--- src/common/lvda_cfg.svh ---
`ifndef LVDA_CFG_SVH
`define LVDA_CFG_SVH

// processor I/O address width.
`define LVDA_ADDR_W 9

// discrete inputs are read in groups of eight bits.
`define LVDA_DIN_W 24
`define LVDA_GROUP_W 8

// top three address bits of a discrete-input read command.
`define LVDA_DIN_READ_OP 3'b101

// register byte offsets on the AXI4-Lite bus.
`define LVDA_REG_DIN 4'h0
`define LVDA_REG_CTRL 4'h4
`define LVDA_REG_STATUS 4'h8

`endif
--- src/common/lvda_pkg.sv ---
`include "lvda_cfg.svh"

package lvda_pkg;

    // the four timing phases, in the order they occur.
    typedef enum logic [1:0] {
        phase_w,
        phase_x,
        phase_y,
        phase_z
    } phase_t;

    // all discrete inputs as one word.
    typedef logic [`LVDA_DIN_W-1:0] din_t;

    // group select for a discrete read.
    typedef logic [$clog2(`LVDA_DIN_W / `LVDA_GROUP_W)-1:0] din_group_t;

    // read request from the command decoder to the sampler.
    typedef struct packed {
        logic       valid;
        din_group_t group;
    } din_req_t;

    // serial data line, strobed once per bit.
    typedef struct packed {
        logic data;
        logic data_strobe;
    } serial_out_t;

endpackage

--- src/common/axil_pkg.sv ---
package axil_pkg;

    typedef logic [3:0] axil_addr_t;
    typedef logic [31:0] axil_data_t;
    typedef logic [3:0] axil_strb_t;
    typedef logic [1:0] axil_resp_t;

    localparam axil_resp_t resp_okay = 2'b00;
    localparam axil_resp_t resp_slverr = 2'b10;

    // manager to subordinate.
    typedef struct packed {
        logic       awvalid;
        axil_addr_t awaddr;
        logic       wvalid;
        axil_data_t wdata;
        axil_strb_t wstrb;
        logic       bready;
        logic       arvalid;
        axil_addr_t araddr;
        logic       rready;
    } axil_req_t;

    // subordinate to manager.
    typedef struct packed {
        logic       awready;
        logic       wready;
        logic       arready;
        logic       bvalid;
        axil_resp_t bresp;
        logic       rvalid;
        axil_data_t rdata;
        axil_resp_t rresp;
    } axil_rsp_t;

endpackage

--- src/design/lvda.sv ---
`timescale 1ns/1ps
`include "lvda_cfg.svh"

module lvda
    import axil_pkg::*, lvda_pkg::*;
(
    input  logic                    sim_clk,
    input  logic                    rst,
    input  logic                    pio,
    input  logic [`LVDA_ADDR_W-1:0] pio_addr,
    input  logic                    hlt,
    input  logic                    cst,
    input  axil_req_t               axil_req,
    output axil_rsp_t               axil_rsp,
    output serial_out_t             dout,
    output logic                    halt,
    output logic                    cstn
);

    phase_t   phase;
    din_req_t req;
    din_t     din;
    logic     halt_en;
    logic     busy;

    lvda_timing u_timing (
        .sim_clk (sim_clk),
        .rst     (rst),
        .hlt     (hlt),
        .cst     (cst),
        .halt_en (halt_en),
        .phase   (phase),
        .halt    (halt),
        .cstn    (cstn)
    );

    lvda_regs u_regs (
        .sim_clk  (sim_clk),
        .rst      (rst),
        .axil_req (axil_req),
        .halt     (halt),
        .busy     (busy),
        .axil_rsp (axil_rsp),
        .din      (din),
        .halt_en  (halt_en)
    );

    lvda_cmd_decode u_decode (
        .sim_clk  (sim_clk),
        .rst      (rst),
        .pio      (pio),
        .pio_addr (pio_addr),
        .busy     (busy),
        .req      (req)
    );

    lvda_din_sampler u_sampler (
        .sim_clk (sim_clk),
        .rst     (rst),
        .req     (req),
        .din     (din),
        .phase   (phase),
        .dout    (dout),
        .busy    (busy)
    );

endmodule

--- src/din_sampler/lvda_din_sampler.sv ---
`timescale 1ns/1ps
`include "lvda_cfg.svh"

module lvda_din_sampler
    import lvda_pkg::*;
(
    input  logic        sim_clk,
    input  logic        rst,
    input  din_req_t    req,
    input  din_t        din,
    input  phase_t      phase,
    output serial_out_t dout,
    output logic        busy
);

    localparam int cnt_w = $clog2(`LVDA_GROUP_W);

    din_group_t               group;
    logic                     loaded;
    logic [cnt_w-1:0]         bit_cnt;
    logic [`LVDA_GROUP_W-1:0] slice;
    logic [`LVDA_GROUP_W-1:0] shreg;
    logic                     fire;

    assign slice = din[group * `LVDA_GROUP_W +: `LVDA_GROUP_W];
    assign fire = busy && (phase == phase_z);

    // the first bit comes straight from the slice while it is being loaded.
    assign dout = '{
        data:        loaded ? shreg[`LVDA_GROUP_W-1] : slice[`LVDA_GROUP_W-1],
        data_strobe: fire
    };

    always_ff @(posedge sim_clk) begin
        if (rst) begin
            busy <= 1'b0;
            loaded <= 1'b0;
            bit_cnt <= '0;
        end else if (!busy) begin
            if (req.valid) begin
                busy <= 1'b1;
                loaded <= 1'b0;
                bit_cnt <= '0;
            end
        end else if (phase == phase_z) begin
            loaded <= 1'b1;
            bit_cnt <= bit_cnt + 1'b1;
            if (bit_cnt == cnt_w'(`LVDA_GROUP_W - 1)) begin
                busy <= 1'b0;
            end
        end
    end

    always_ff @(posedge sim_clk) begin
        if (!busy && req.valid) begin
            group <= req.group;
        end
        if (fire) begin
            shreg <= (loaded ? shreg : slice) << 1;
        end
    end

endmodule

--- src/din_sampler/lvda_cmd_decode.sv ---
`timescale 1ns/1ps
`include "lvda_cfg.svh"

module lvda_cmd_decode
    import lvda_pkg::*;
(
    input  logic                    sim_clk,
    input  logic                    rst,
    input  logic                    pio,
    input  logic [`LVDA_ADDR_W-1:0] pio_addr,
    input  logic                    busy,
    output din_req_t                req
);

    localparam int group_cnt = `LVDA_DIN_W / `LVDA_GROUP_W;

    din_group_t group;
    logic       op_hit;
    logic       group_ok;
    logic       accept;

    assign group = pio_addr[$bits(din_group_t)-1:0];
    assign op_hit = pio_addr[`LVDA_ADDR_W-1 -: 3] == `LVDA_DIN_READ_OP;
    assign group_ok = int'(group) < group_cnt;

    // busy rises a cycle after the request, so a request still in flight also blocks.
    assign accept = pio && op_hit && group_ok && !busy && !req.valid;

    always_ff @(posedge sim_clk) begin
        if (rst) begin
            req.valid <= 1'b0;
        end else begin
            req.valid <= accept;
        end
        if (accept) begin
            req.group <= group;
        end
    end

endmodule

--- src/design/lvda_regs.sv ---
`timescale 1ns/1ps
`include "lvda_cfg.svh"

module lvda_regs
    import axil_pkg::*, lvda_pkg::*;
(
    input  logic      sim_clk,
    input  logic      rst,
    input  axil_req_t axil_req,
    input  logic      halt,
    input  logic      busy,
    output axil_rsp_t axil_rsp,
    output din_t      din,
    output logic      halt_en
);

    logic       wr_go;
    logic       rd_go;
    logic       wr_hit;
    logic       bvalid;
    logic       rvalid;
    axil_resp_t bresp;
    axil_resp_t rresp;
    axil_data_t rdata;
    axil_data_t status;

    // address and data must arrive together; only one response is outstanding.
    assign wr_go = axil_req.awvalid && axil_req.wvalid && !bvalid;
    assign rd_go = axil_req.arvalid && !rvalid;
    assign status = {30'd0, busy, halt};

    always_comb begin
        case (axil_req.awaddr)
            `LVDA_REG_DIN, `LVDA_REG_CTRL, `LVDA_REG_STATUS: wr_hit = 1'b1;
            default: wr_hit = 1'b0;
        endcase
    end

    assign axil_rsp = '{
        awready: wr_go,
        wready:  wr_go,
        arready: !rvalid,
        bvalid:  bvalid,
        bresp:   bresp,
        rvalid:  rvalid,
        rdata:   rdata,
        rresp:   rresp
    };

    always_ff @(posedge sim_clk) begin
        if (rst) begin
            bvalid <= 1'b0;
            rvalid <= 1'b0;
            din <= '0;
            halt_en <= 1'b0;
        end else begin
            if (wr_go) begin
                bvalid <= 1'b1;
            end else if (axil_req.bready) begin
                bvalid <= 1'b0;
            end
            if (rd_go) begin
                rvalid <= 1'b1;
            end else if (axil_req.rready) begin
                rvalid <= 1'b0;
            end
            if (wr_go && axil_req.awaddr == `LVDA_REG_DIN) begin
                for (int b = 0; b < `LVDA_DIN_W / 8; b++) begin
                    if (axil_req.wstrb[b]) begin
                        din[8*b +: 8] <= axil_req.wdata[8*b +: 8];
                    end
                end
            end
            if (wr_go && axil_req.awaddr == `LVDA_REG_CTRL && axil_req.wstrb[0]) begin
                halt_en <= axil_req.wdata[0];
            end
        end
    end

    // status is read-only, so a write there is accepted and ignored.
    always_ff @(posedge sim_clk) begin
        if (wr_go) begin
            bresp <= wr_hit ? resp_okay : resp_slverr;
        end
        if (rd_go) begin
            rresp <= resp_okay;
            case (axil_req.araddr)
                `LVDA_REG_DIN: rdata <= axil_data_t'(din);
                `LVDA_REG_CTRL: rdata <= axil_data_t'(halt_en);
                `LVDA_REG_STATUS: rdata <= status;
                default: begin
                    rdata <= '0;
                    rresp <= resp_slverr;
                end
            endcase
        end
    end

endmodule

--- src/design/lvda_timing.sv ---
`timescale 1ns/1ps

module lvda_timing
    import lvda_pkg::*;
(
    input  logic   sim_clk,
    input  logic   rst,
    input  logic   hlt,
    input  logic   cst,
    input  logic   halt_en,
    output phase_t phase,
    output logic   halt,
    output logic   cstn
);

    phase_t phase_nxt;

    always_comb begin
        case (phase)
            phase_w: phase_nxt = phase_x;
            phase_x: phase_nxt = phase_y;
            phase_y: phase_nxt = phase_z;
            default: phase_nxt = phase_w;
        endcase
    end

    always_ff @(posedge sim_clk) begin
        if (rst) begin
            phase <= phase_w;
        end else begin
            phase <= phase_nxt;
        end
    end

    // computer start clears the latch and takes priority over a new halt.
    always_ff @(posedge sim_clk) begin
        if (rst) begin
            halt <= 1'b0;
            cstn <= 1'b1;
        end else begin
            cstn <= ~cst;
            if (cst) begin
                halt <= 1'b0;
            end else if (phase == phase_z && hlt && halt_en) begin
                halt <= 1'b1;
            end
        end
    end

endmodule

--- config.mk ---
export PLATFORM = sky130hd
export DESIGN_NAME = lvda
export DESIGN_NICKNAME = d
export VERILOG_FILES = /design/src/common/lvda_pkg.sv /design/src/common/axil_pkg.sv /design/src/design/lvda.sv /design/src/din_sampler/lvda_din_sampler.sv /design/src/din_sampler/lvda_cmd_decode.sv /design/src/design/lvda_regs.sv /design/src/design/lvda_timing.sv
export VERILOG_INCLUDE_DIRS = /design/src /design/src/common
export SDC_FILE = /design/constraint.sdc
export NUM_CORES = 1
export LEC_CHECK = 0
export BUFFER_PORTS_ARGS = -buffer_cell sky130_fd_sc_hd__buf_2
export CAP_MARGIN = 25
export CORE_MARGIN = 8
export CORE_UTILIZATION = 51
export DETAILED_ROUTE_END_ITERATION = 6
export PLACE_DENSITY = 0.8
export SYNTH_ARGS = -nofsm -noshare
export SYNTH_HDL_FRONTEND = slang
export SYNTH_SLANG_ARGS = --single-unit
export TNS_END_PERCENT = 50
--- constraint.sdc ---
create_clock -name sim_clk -period 2.19 [get_ports sim_clk]
set_clock_uncertainty 0.05 [all_clocks]
set_input_delay 0.3285 -clock sim_clk [delete_from_list [all_inputs] [get_ports sim_clk]]
set_output_delay 0.3285 -clock sim_clk [all_outputs]
set_load 0.01 [all_outputs]
Word-level counts from Yosys, hierarchy flattened --
Index checks and enable logic that the tools add are counted.
Word-level totals: flip-flop bits (word level) 84, input port bits 63, output and inout bits 45, logic and storage cells 86
Operators by class: add/subtract/negate cells 1, $lt $le $gt $ge 1, equal/unequal tests 10, shifts and indexed selects 1, muxes and demuxes 21, bitwise operators 1, reduce and logical (&&, ||, !) cells 31
Operator list (number):
- $pmux W24 S3 | 1
- $shiftx A24 B6 Y8 | 1
- $logic_and A1 B1 Y1 | 14
- $mux W1 | 13
- $mux W3 | 3
- $eq A4 B3 Y1 const B | 2
- $eq A4 B4 Y1 const B | 2
- $logic_not A4 Y1 | 2
- $reduce_and A2 Y1 | 4
- $mux W7 | 1
- $eq A3 B3 Y1 const B | 2
- $pmux W2 S3 | 1
- $reduce_bool A2 Y1 | 3
- $reduce_or A3 Y1 | 2
- $eq A2 B2 Y1 const B | 2
- $logic_not A1 Y1 | 4
- $mux W2 | 2
- $add A3 B1 Y3 const B | 1
- $eq A2 B1 Y1 const B | 1
- $logic_not A2 Y1 | 1
- $lt A2 B2 Y1 const B | 1
- $ne A2 B2 Y1 const B | 1
- $reduce_or A2 Y1 | 1
- $not A1 Y1 | 1

Longest topological paths before layout --
Gate-level depths: netlist of run 1.
depth in word-level cells 5, gate-level depth with buffers 5, gate-level depth less buffers 4

Cells and area by module --
From an unflattened synthesis of run 1, not the netlist that was laid out.
Unflattened totals: cell total of the unflattened synthesis 293, area, all modules 3352.0 µm²
Modules (own cells, without submodules):
- lvda_regs | instances 1, cells an instance 201, area each 2287.2 µm², sequential area each 1321.3 µm²
- lvda_din_sampler | instances 1, cells an instance 70, area each 787.0 µm², sequential area each 370.4 µm²
- lvda_timing | instances 1, cells an instance 15, area each 161.4 µm², sequential area each 80.1 µm²
- lvda_cmd_decode | instances 1, cells an instance 7, area each 116.4 µm², sequential area each 80.1 µm²

Worst setup path after synthesis of run 1 --
No wires, ideal clock.
kind flip-flop to flip-flop, from register u_regs.rvalid, to register u_regs.rdata[0], enable pin, library setup time 0.410 ns, arrival time 1.478 ns, required time 1.730 ns, slack 0.252 ns, cell stages (with the launch flop) 2, path buffers 0, clock period less this slack 1.938 ns, path through dfxtp_1 -> nor2b_1
Between the ends: longest elaborated chain between the ends 2
Ends and longest elaborated chain:
- from (decl) | line lvda_regs.sv:21 | logic rvalid;
- from (signal assigned) | line lvda_regs.sv:53 | rvalid <= 1'b0;
- from (signal assigned) | line lvda_regs.sv:63 | rvalid <= 1'b1;
- from (signal assigned) | line lvda_regs.sv:65 | rvalid <= 1'b0;
- $logic_not A1 Y1 | line lvda_regs.sv:29 | assign rd_go = axil_req.arvalid && !rvalid;
- $logic_and A1 B1 Y1 | line lvda_regs.sv:29
- net u_regs.rd_go | line lvda_regs.sv:18 | logic rd_go;
- to (signal assigned) | line lvda_regs.sv:88 | `LVDA_REG_DIN: rdata <= axil_data_t'(din);
- to (signal assigned) | line lvda_regs.sv:89 | `LVDA_REG_CTRL: rdata <= axil_data_t'(halt_en);
- to (signal assigned) | line lvda_regs.sv:90 | `LVDA_REG_STATUS: rdata <= status;
- to (decl) | line lvda_regs.sv:24 | axil_data_t rdata;
The timed path passes the listed nets, and every way through them passes these cells. A chain may end at the register's enable or synchronous reset.

==> results of run 1 <==
==> where the power goes <==
group / switching [uW] / leakage [uW] / internal, uW
logic: 130 / 0.000916 / 108
clock network: 488 / 0.0000891 / 438
registers: 19.2 / 0.000658 / 1490
==> cell usage in the layout (no fill, tap or decap), types with 2 or more instances in the layout <==
cell type	instances
nor3_1	3
nor2_1	6
mux2i_1	35
nand3_1	5
clkbuf_8	10
a211oi_1	2
nand2_1	4
a211o_1	2
edfxtp_1	37
nand2b_1	52
and2_1	22
conb_1	10
ha_1	5
a21oi_1	5
nand3b_1	8
inv_1	9
clkinv_2	3
dfxtp_1	37
nor4_4	3
mux2_2	7
o21ai_0	7
nor2b_1	2
buf_2	84
buf_4	10
==> area by class of cell <==
cell class / count / area [um^2] / area share [%]
sequential: 74 / 1850 / 45.5
multi-input combinational: 189 / 1400 / 34.3
timing repair buffer: 95 / 515 / 12.7
clock buffer: 11 / 141 / 3.47
tap: 80 / 100 / 2.46
inverter: 9 / 33.8 / 0.830
clock inverter: 5 / 31.3 / 0.769
==> flip-flops by register name, summed over array words and instances (netlist names) <==
name,count
u_regs.din,24
u_regs.rdata,24
u_sampler.shreg,7
u_decode.req,3
u_sampler.bit_cnt,3
u_sampler.group,2
u_timing.phase,2
u_regs.bresp,1
u_regs.bvalid,1
u_regs.halt_en,1
u_regs.rresp,1
u_regs.rvalid,1
u_sampler.busy,1
u_sampler.loaded,1
u_timing.cstn,1
u_timing.halt,1
==> cell families after synthesis <==
logic type               count (synthesis)
AO/OA/AOI/OAI                           20
buffers and inverters                   38
AND/OR/NAND/NOR                        112
other                                    1
multiplexers                            42
adder cells (fa/ha/maj)                  5
flip-flops                              74
==> metal layers <==
layer	part of all wire [%]	up-vias
li1	-	1154
met1	44	1079
met2	47	76
met3	7.1	10
met4	1.8	0
met5	0	-
==> cells in the mapped netlist (2+ instances only) <==
cell type	n	area (um^2)
nand2b_1	52	325
dfxtp_1	37	741
edfxtp_1	37	1110
mux2i_1	35	350
and2_1	22	138
buf_4	15	113
clkbuf_1	13	48.8
inv_1	9	33.8
nand3b_1	8	60.1
mux2_2	7	78.8
o21ai_0	7	35.0
nor2_1	6	22.5
a21oi_1	5	25.0
ha_1	5	62.6
nand3_1	5	25.0
nand2_1	4	15.0
nor2b_1	3	18.8
nor3_1	3	15.0
nor4_4	3	63.8
a211o_1	2	17.5
a211oi_1	2	15.0
nor4_1	2	12.5
==> timing repair <==
| action | CTS | global route |
|---|---|---|
| hold buffers | 0 | 0 |
| hold endpoints to repair | 0 | 0 |
| setup endpoints to repair | 0 | 1 |
| gates resized for setup | 0 | 0 |
| setup buffers | 0 | 4 |
==> path summary, 6_finish.rpt <==
path | endpoint | slack (ps) | start | cells past startpoint
worst max register to register | u_regs.din[1]$_SDFFE_PP0P_ | 430 | u_regs.bvalid$_SDFFE_PP0P_ | 4
worst min register to register | u_sampler.group[0]$_DFFE_PP_ | 380 | u_decode.req[0]$_DFFE_PP_ | 0
worst min-delay path | u_timing.halt$_SDFFE_PP0P_ | 110 | cst | 2
worst max-delay path | dout[1] | 210 | u_sampler.group[0]$_DFFE_PP_ | 5
==> per-stage QoR <==
| step | setup WS (ps) | total power, uW | util [%] | instances | area (um^2) |
|---|---|---|---|---|---|
| after floorplan | 252 | 1690 | - | 301 | 3440 |
| after global placement | 400 | 1770 | 58.2 | 443 | 3870 |
| after detailed placement | 352 | 1780 | 58.2 | 443 | 3870 |
| after CTS | 9.89 | 2700 | 60.8 | 459 | 4040 |
| after global routing | 63.2 | 2790 | 61.2 | 463 | 4070 |
| final | 207 | 2680 | 61.2 | 463 | 4070 |
==> results.py, run 1 <==
metrics = {
    "worst_hold_path": {
        "min_path_type": "primary input to register",
    },
    "yosys": {
        "synth_async_sr_flop_share_pct": 0,
        "synth-compound-area-share_pct": 3.63,
        "synth_top_family_by_area": "simple AND/OR/NAND/NOR gates",
        "synth_simple_gate_area_share_pct": 21.5,
        "synth_adder_area_share_pct": 1.83,
        "synth-xor-area-share_pct": 0,
        "synth-edff-count": 37,
        "ys_ff_latch": 74,
        "ys_types": 32,
        "syn_area_mm2": 0.00341,
        "yosysWarnings": 0,
        "syn_area_per_cell_um2": 11.7,
        "ys.flop_type": "edfxtp_1",
        "netlist_instances": 292,
        "synthMuxAreaShare_pct": 12.6,
        "ys_seq_area_share_pct": 54.3,
    },
    "finish": {
        "num-nets-final": 446,
        "syn2layout_area_growth_pct": 19.3,
        "drive_gt1_share_pct": 32.1,
        "antenna_cells": 0,
        "fillers": 565,
    },
    "clock_network": {
        "clk_latency_ps": 340,
        "cts_tree": "built",
        "clk_path_buf_depth": 2,
        "htree_num_levels": 3,
        "clkSlewWorstSetupHoldPaths_ps": 70,
        "cts_sinks": 74,
        "root_buffer": "clkbuf_8",
        "cts_buffers": 9,
    },
    "critical_path": {
        "start_kind": "register",
        "cp_top_family": "multiplexers",
        "slowest_delay_ps": 360,
        "cp_slowest_cell": "edfxtp_1",
        "crit_buf_inv": 2,
        "worstSetupEndpointType": "primary output",
        "required_ps": 1810,
        "cp_cell_sequence": "buf_4 -> mux2i_1 -> o21ai_0 -> mux2_2 -> buf_2",
        "crit_type": "register to primary output",
        "crit_fanout": 8,
        "cp.arrival_ps": 1600,
    },
    "drt": {
        "vias": 2319,
        "routed_wl_mm": 6.99,
        "via_per_inst": 5.01,
        "ant_nets": 0,
        "drt_iter0_drc": 67,
        "drc": 0,
        "drt-pass1-iter-count": 4,
        "wl_per_cell_um": 15.1,
    },
    "global_route": {
        "grt_start_max_net_pins": 40,
        "grt_pass1_vias": 2498,
        "grt_use_total_pct": 15.3,
        "grtUsageMet3_pct": 5.97,
        "grt_util_met2_pct": 25.3,
        "grt_pass1_wl_mm": 11.6,
        "antenna_found_initial": 0,
        "grtUsageMet1_pct": 16.9,
        "busiest_layer": "met2",
        "grt_overflow": 0,
    },
    "sta": {
        "setup_viol": 0,
        "drv_slew": 0,
        "hold_viol": 0,
        "relSlewSlack_pct": 44.5,
        "finalCritPeriodShare_pct": 90.5,
        "tns_ps": 0,
        "worst_slew_pin_slew_ps": 811,
        "period_needed_ps": 1980,
        "rsz0062_at_grt": "no",
        "fmax_mhz": 504,
        "holdWs_ps": 109,
    },
    "power_and_ir_drop": {
        "power_density_mw_per_mm2": 657,
        "p_leak_uw": 0.00166,
        "ir_drop_uv": 399,
    },
    "flow_run": {
        "drv_cap": 0,
    },
    "die": {
        "std_cell_rows": 30,
        "core_mm2": 0.00664,
        "die_h_um": 97.8,
        "die-area_mm2": 0.00956,
        "io-pin-count": 108,
        "start_util_pct": 51.3,
        "die_x_um": 97.8,
    },
    "placed_design": {
        "place.gp.congestion": 0.761,
        "dp_hpwl_mm": 5.12,
        "port_buffers": 84,
    },
    "outcome": {
        "status": "completed",
    },
}
No activity file was read; power rests on OpenSTA's default activity.
==> run 2: changes to the inputs <==
- ABC_AREA: not set -> 1
- MAX_ROUTING_LAYER: not set -> met4
==> results.py, run 2 <==
metrics = {
    "clock_network": {
        "clkSlewWorstSetupHoldPaths_ps": 70,
        "cts_hold_buf": 0,
        "clk_latency_ps": 350,
        "postCtsResizedCells": 0,
        "cts_tree": "built",
        "postCtsSetupBuffers": 0,
        "htree_num_levels": 3,
        "clk_path_buf_depth": 2,
        "root_buffer": "clkbuf_8",
        "cts_buffers": 9,
        "cts_sinks": 74,
    },
    "critical_path": {
        "ff2ff_setup_slack_ps": 710,
        "required_ps": 1810,
        "start_kind": "register",
        "reg2reg_depth": 7,
        "r2r_end": "u_regs.din[21]$_SDFFE_PP0P_",
        "cp.arrival_ps": 1560,
        "crit_type": "register to primary output",
        "reg2reg_from": "u_regs.bvalid$_SDFFE_PP0P_",
        "worstSetupEndpointType": "primary output",
        "crit_fanout": 9,
    },
    "sta": {
        "fmax_mhz": 516,
        "drv_slew": 0,
        "finalCritPeriodShare_pct": 88.5,
        "rsz0062_at_grt": "no",
        "setup_viol": 0,
        "hold_viol": 0,
        "period_needed_ps": 1940,
        "tns_ps": 0,
    },
    "yosys": {
        "yosysTopAreaCell": "edfxtp_1",
        "netlist_top_cells_area": "edfxtp_1, dfxtp_1, nor2_1",
        "ys_seq_area_share_pct": 55.2,
        "syn_area_mm2": 0.00336,
        "ys_top_cells_by_count": "nor2_1, inv_1, nand2_1",
        "syn_area_per_cell_um2": 8.37,
        "synth-edff-count": 37,
        "synth_top_area_share_pct": 33.1,
        "yosysWarnings": 0,
        "synth_async_sr_flop_share_pct": 0,
        "ys_ff_latch": 74,
        "ys.flop_type": "edfxtp_1",
        "ys_types": 26,
        "netlist_instances": 401,
        "yosysMostFrequentCell": "nor2_1",
    },
    "finish": {
        "stdcell_area_mm2": 0.00393,
        "mostFrequentLayoutCell": "buf_2",
        "syn2layout_area_growth_pct": 17.0,
        "num-nets-final": 546,
        "antenna_cells": 0,
        "top_regs": "u_regs.din (24), u_regs.rdata (24), u_sampler.shreg (7)",
        "final_cell_mix": "buf_2, nor2_1, inv_1, nand2_1, nand3_1",
        "drive_gt1_share_pct": 22.6,
    },
    "worst_hold_path": {
        "hp-start": "cst",
        "hold_depth": 2,
        "min_path_type": "primary input to register",
        "hold_end": "u_timing.halt$_SDFFE_PP0P_",
    },
    "drt": {
        "ant_nets": 0,
        "routed_wl_mm": 7.36,
        "drt-pass1-iter-count": 4,
        "wl_per_cell_um": 13.1,
        "vias": 2727,
        "via_per_inst": 4.87,
        "drc": 0,
        "drt_iter0_drc": 167,
    },
    "die": {
        "die_x_um": 97.1,
        "std_cell_rows": 29,
        "start_util_pct": 52.8,
        "core_mm2": 0.00635,
        "die-area_mm2": 0.00943,
        "die_h_um": 97.1,
        "io-pin-count": 108,
    },
    "global_route": {
        "grtUsageMet1_pct": 17.7,
        "antenna_found_initial": 0,
        "grtUsageMet3_pct": 4.98,
        "grt_overflow": 0,
        "grt_pass1_vias": 2769,
        "grt_start_max_net_pins": 49,
        "grt_use_total_pct": 16.0,
        "busiest_layer": "met2",
        "grt_util_met2_pct": 26.5,
        "grt_pass1_wl_mm": 12.2,
    },
    "placed_design": {
        "dp_hpwl_mm": 5.47,
        "post_dp_cell_area_mm2": 0.00373,
        "place.gp.congestion": 0.792,
        "port_buffers": 84,
    },
    "flow_run": {
        "drv_cap": 0,
    },
    "power_and_ir_drop": {
        "p_leak_uw": 0.00178,
        "ir_drop_uv": 550,
        "power_density_mw_per_mm2": 711,
    },
    "outcome": {
        "status": "completed",
    },
}
[run 2: changes by cell type in the layout (fill, tap and decap cells not counted), sizes merged, moves of 22 or more]
cell and change:
nor2 +65, nand2 +61, inv +58, nand2b -52, mux2i -35, nand3 +33, a21oi +24, and2 -22
[run 2: logic make-up after synthesis]
family | count (synthesis) | synth area share (%)
other | 1 | 0.112
adder cells (fa/ha/maj) | 5 | 1.86
AND/OR/NAND/NOR | 179 | 22.0
AO/OA/AOI/OAI | 42 | 6.86
buffers and inverters | 100 | 14.0
flip-flops | 74 | 55.2
[run 2: layout make-up]
type / count / area [um^2]
Timing Repair Buffer: 90 / 465
Clock buffer: 9 / 124
Fill cell: 530 / 2420
Sequential cell: 74 / 1850
Tap cell: 77 / 96.3
Inverter: 67 / 251
Multi-Input combinational cell: 236 / 1070
Clock inverter: 7 / 68.8
[run 2: through the flow]
stage / power [uW] / setup WS (ps) / utilization, % / instances / hold WS (ps)
after global routing: 2900 / 110 / 61.8 / 560 / 112
final: 2790 / 252 / 61.8 / 560 / 109
after floorplan: 1700 / 775 / - / 410 / 348
after global placement: 1770 / 573 / 58.8 / 544 / 363
after detailed placement: 1780 / 503 / 58.8 / 544 / 363
after CTS: 2810 / 234 / 61.8 / 560 / 98.9
[run 2: per-layer routing]
metal	part of all wire [%]	wire (um)
met1	44	3210
met2	49	3590
met3	6.1	452
met4	1.5	112
met5	0	0
[run 2: worst max path at each step]
stage	slack, ps	cells past startpoint	to	from
floorplan	780	3	u_regs.rdata[0]$_DFFE_PP_	u_regs.rvalid$_SDFFE_PP0P_
global placement	570	5	u_regs.rdata[1]$_DFFE_PP_	axil_req[2]
detailed placement	500	5	u_regs.rdata[1]$_DFFE_PP_	axil_req[2]
CTS	230	5	dout[1]	u_sampler.group[1]$_DFFE_PP_
global route	110	5	dout[1]	u_sampler.group[1]$_DFFE_PP_
finish	250	5	dout[1]	u_sampler.group[1]$_DFFE_PP_
[run 2: report_power, final]
part	total (uW)	switching, uW	internal (uW)
Sequential	1510	18.1	1490
Combinational	243	151	92.5
Clock	1040	512	524
Total	2790	681	2110
[run 2: critical path, stage by stage, from the launching register on]
cell	delay (ps)
edfxtp_1	350
inv_2	80
nor2_1	370
nand2_1	100
a31oi_1	170
buf_2	160
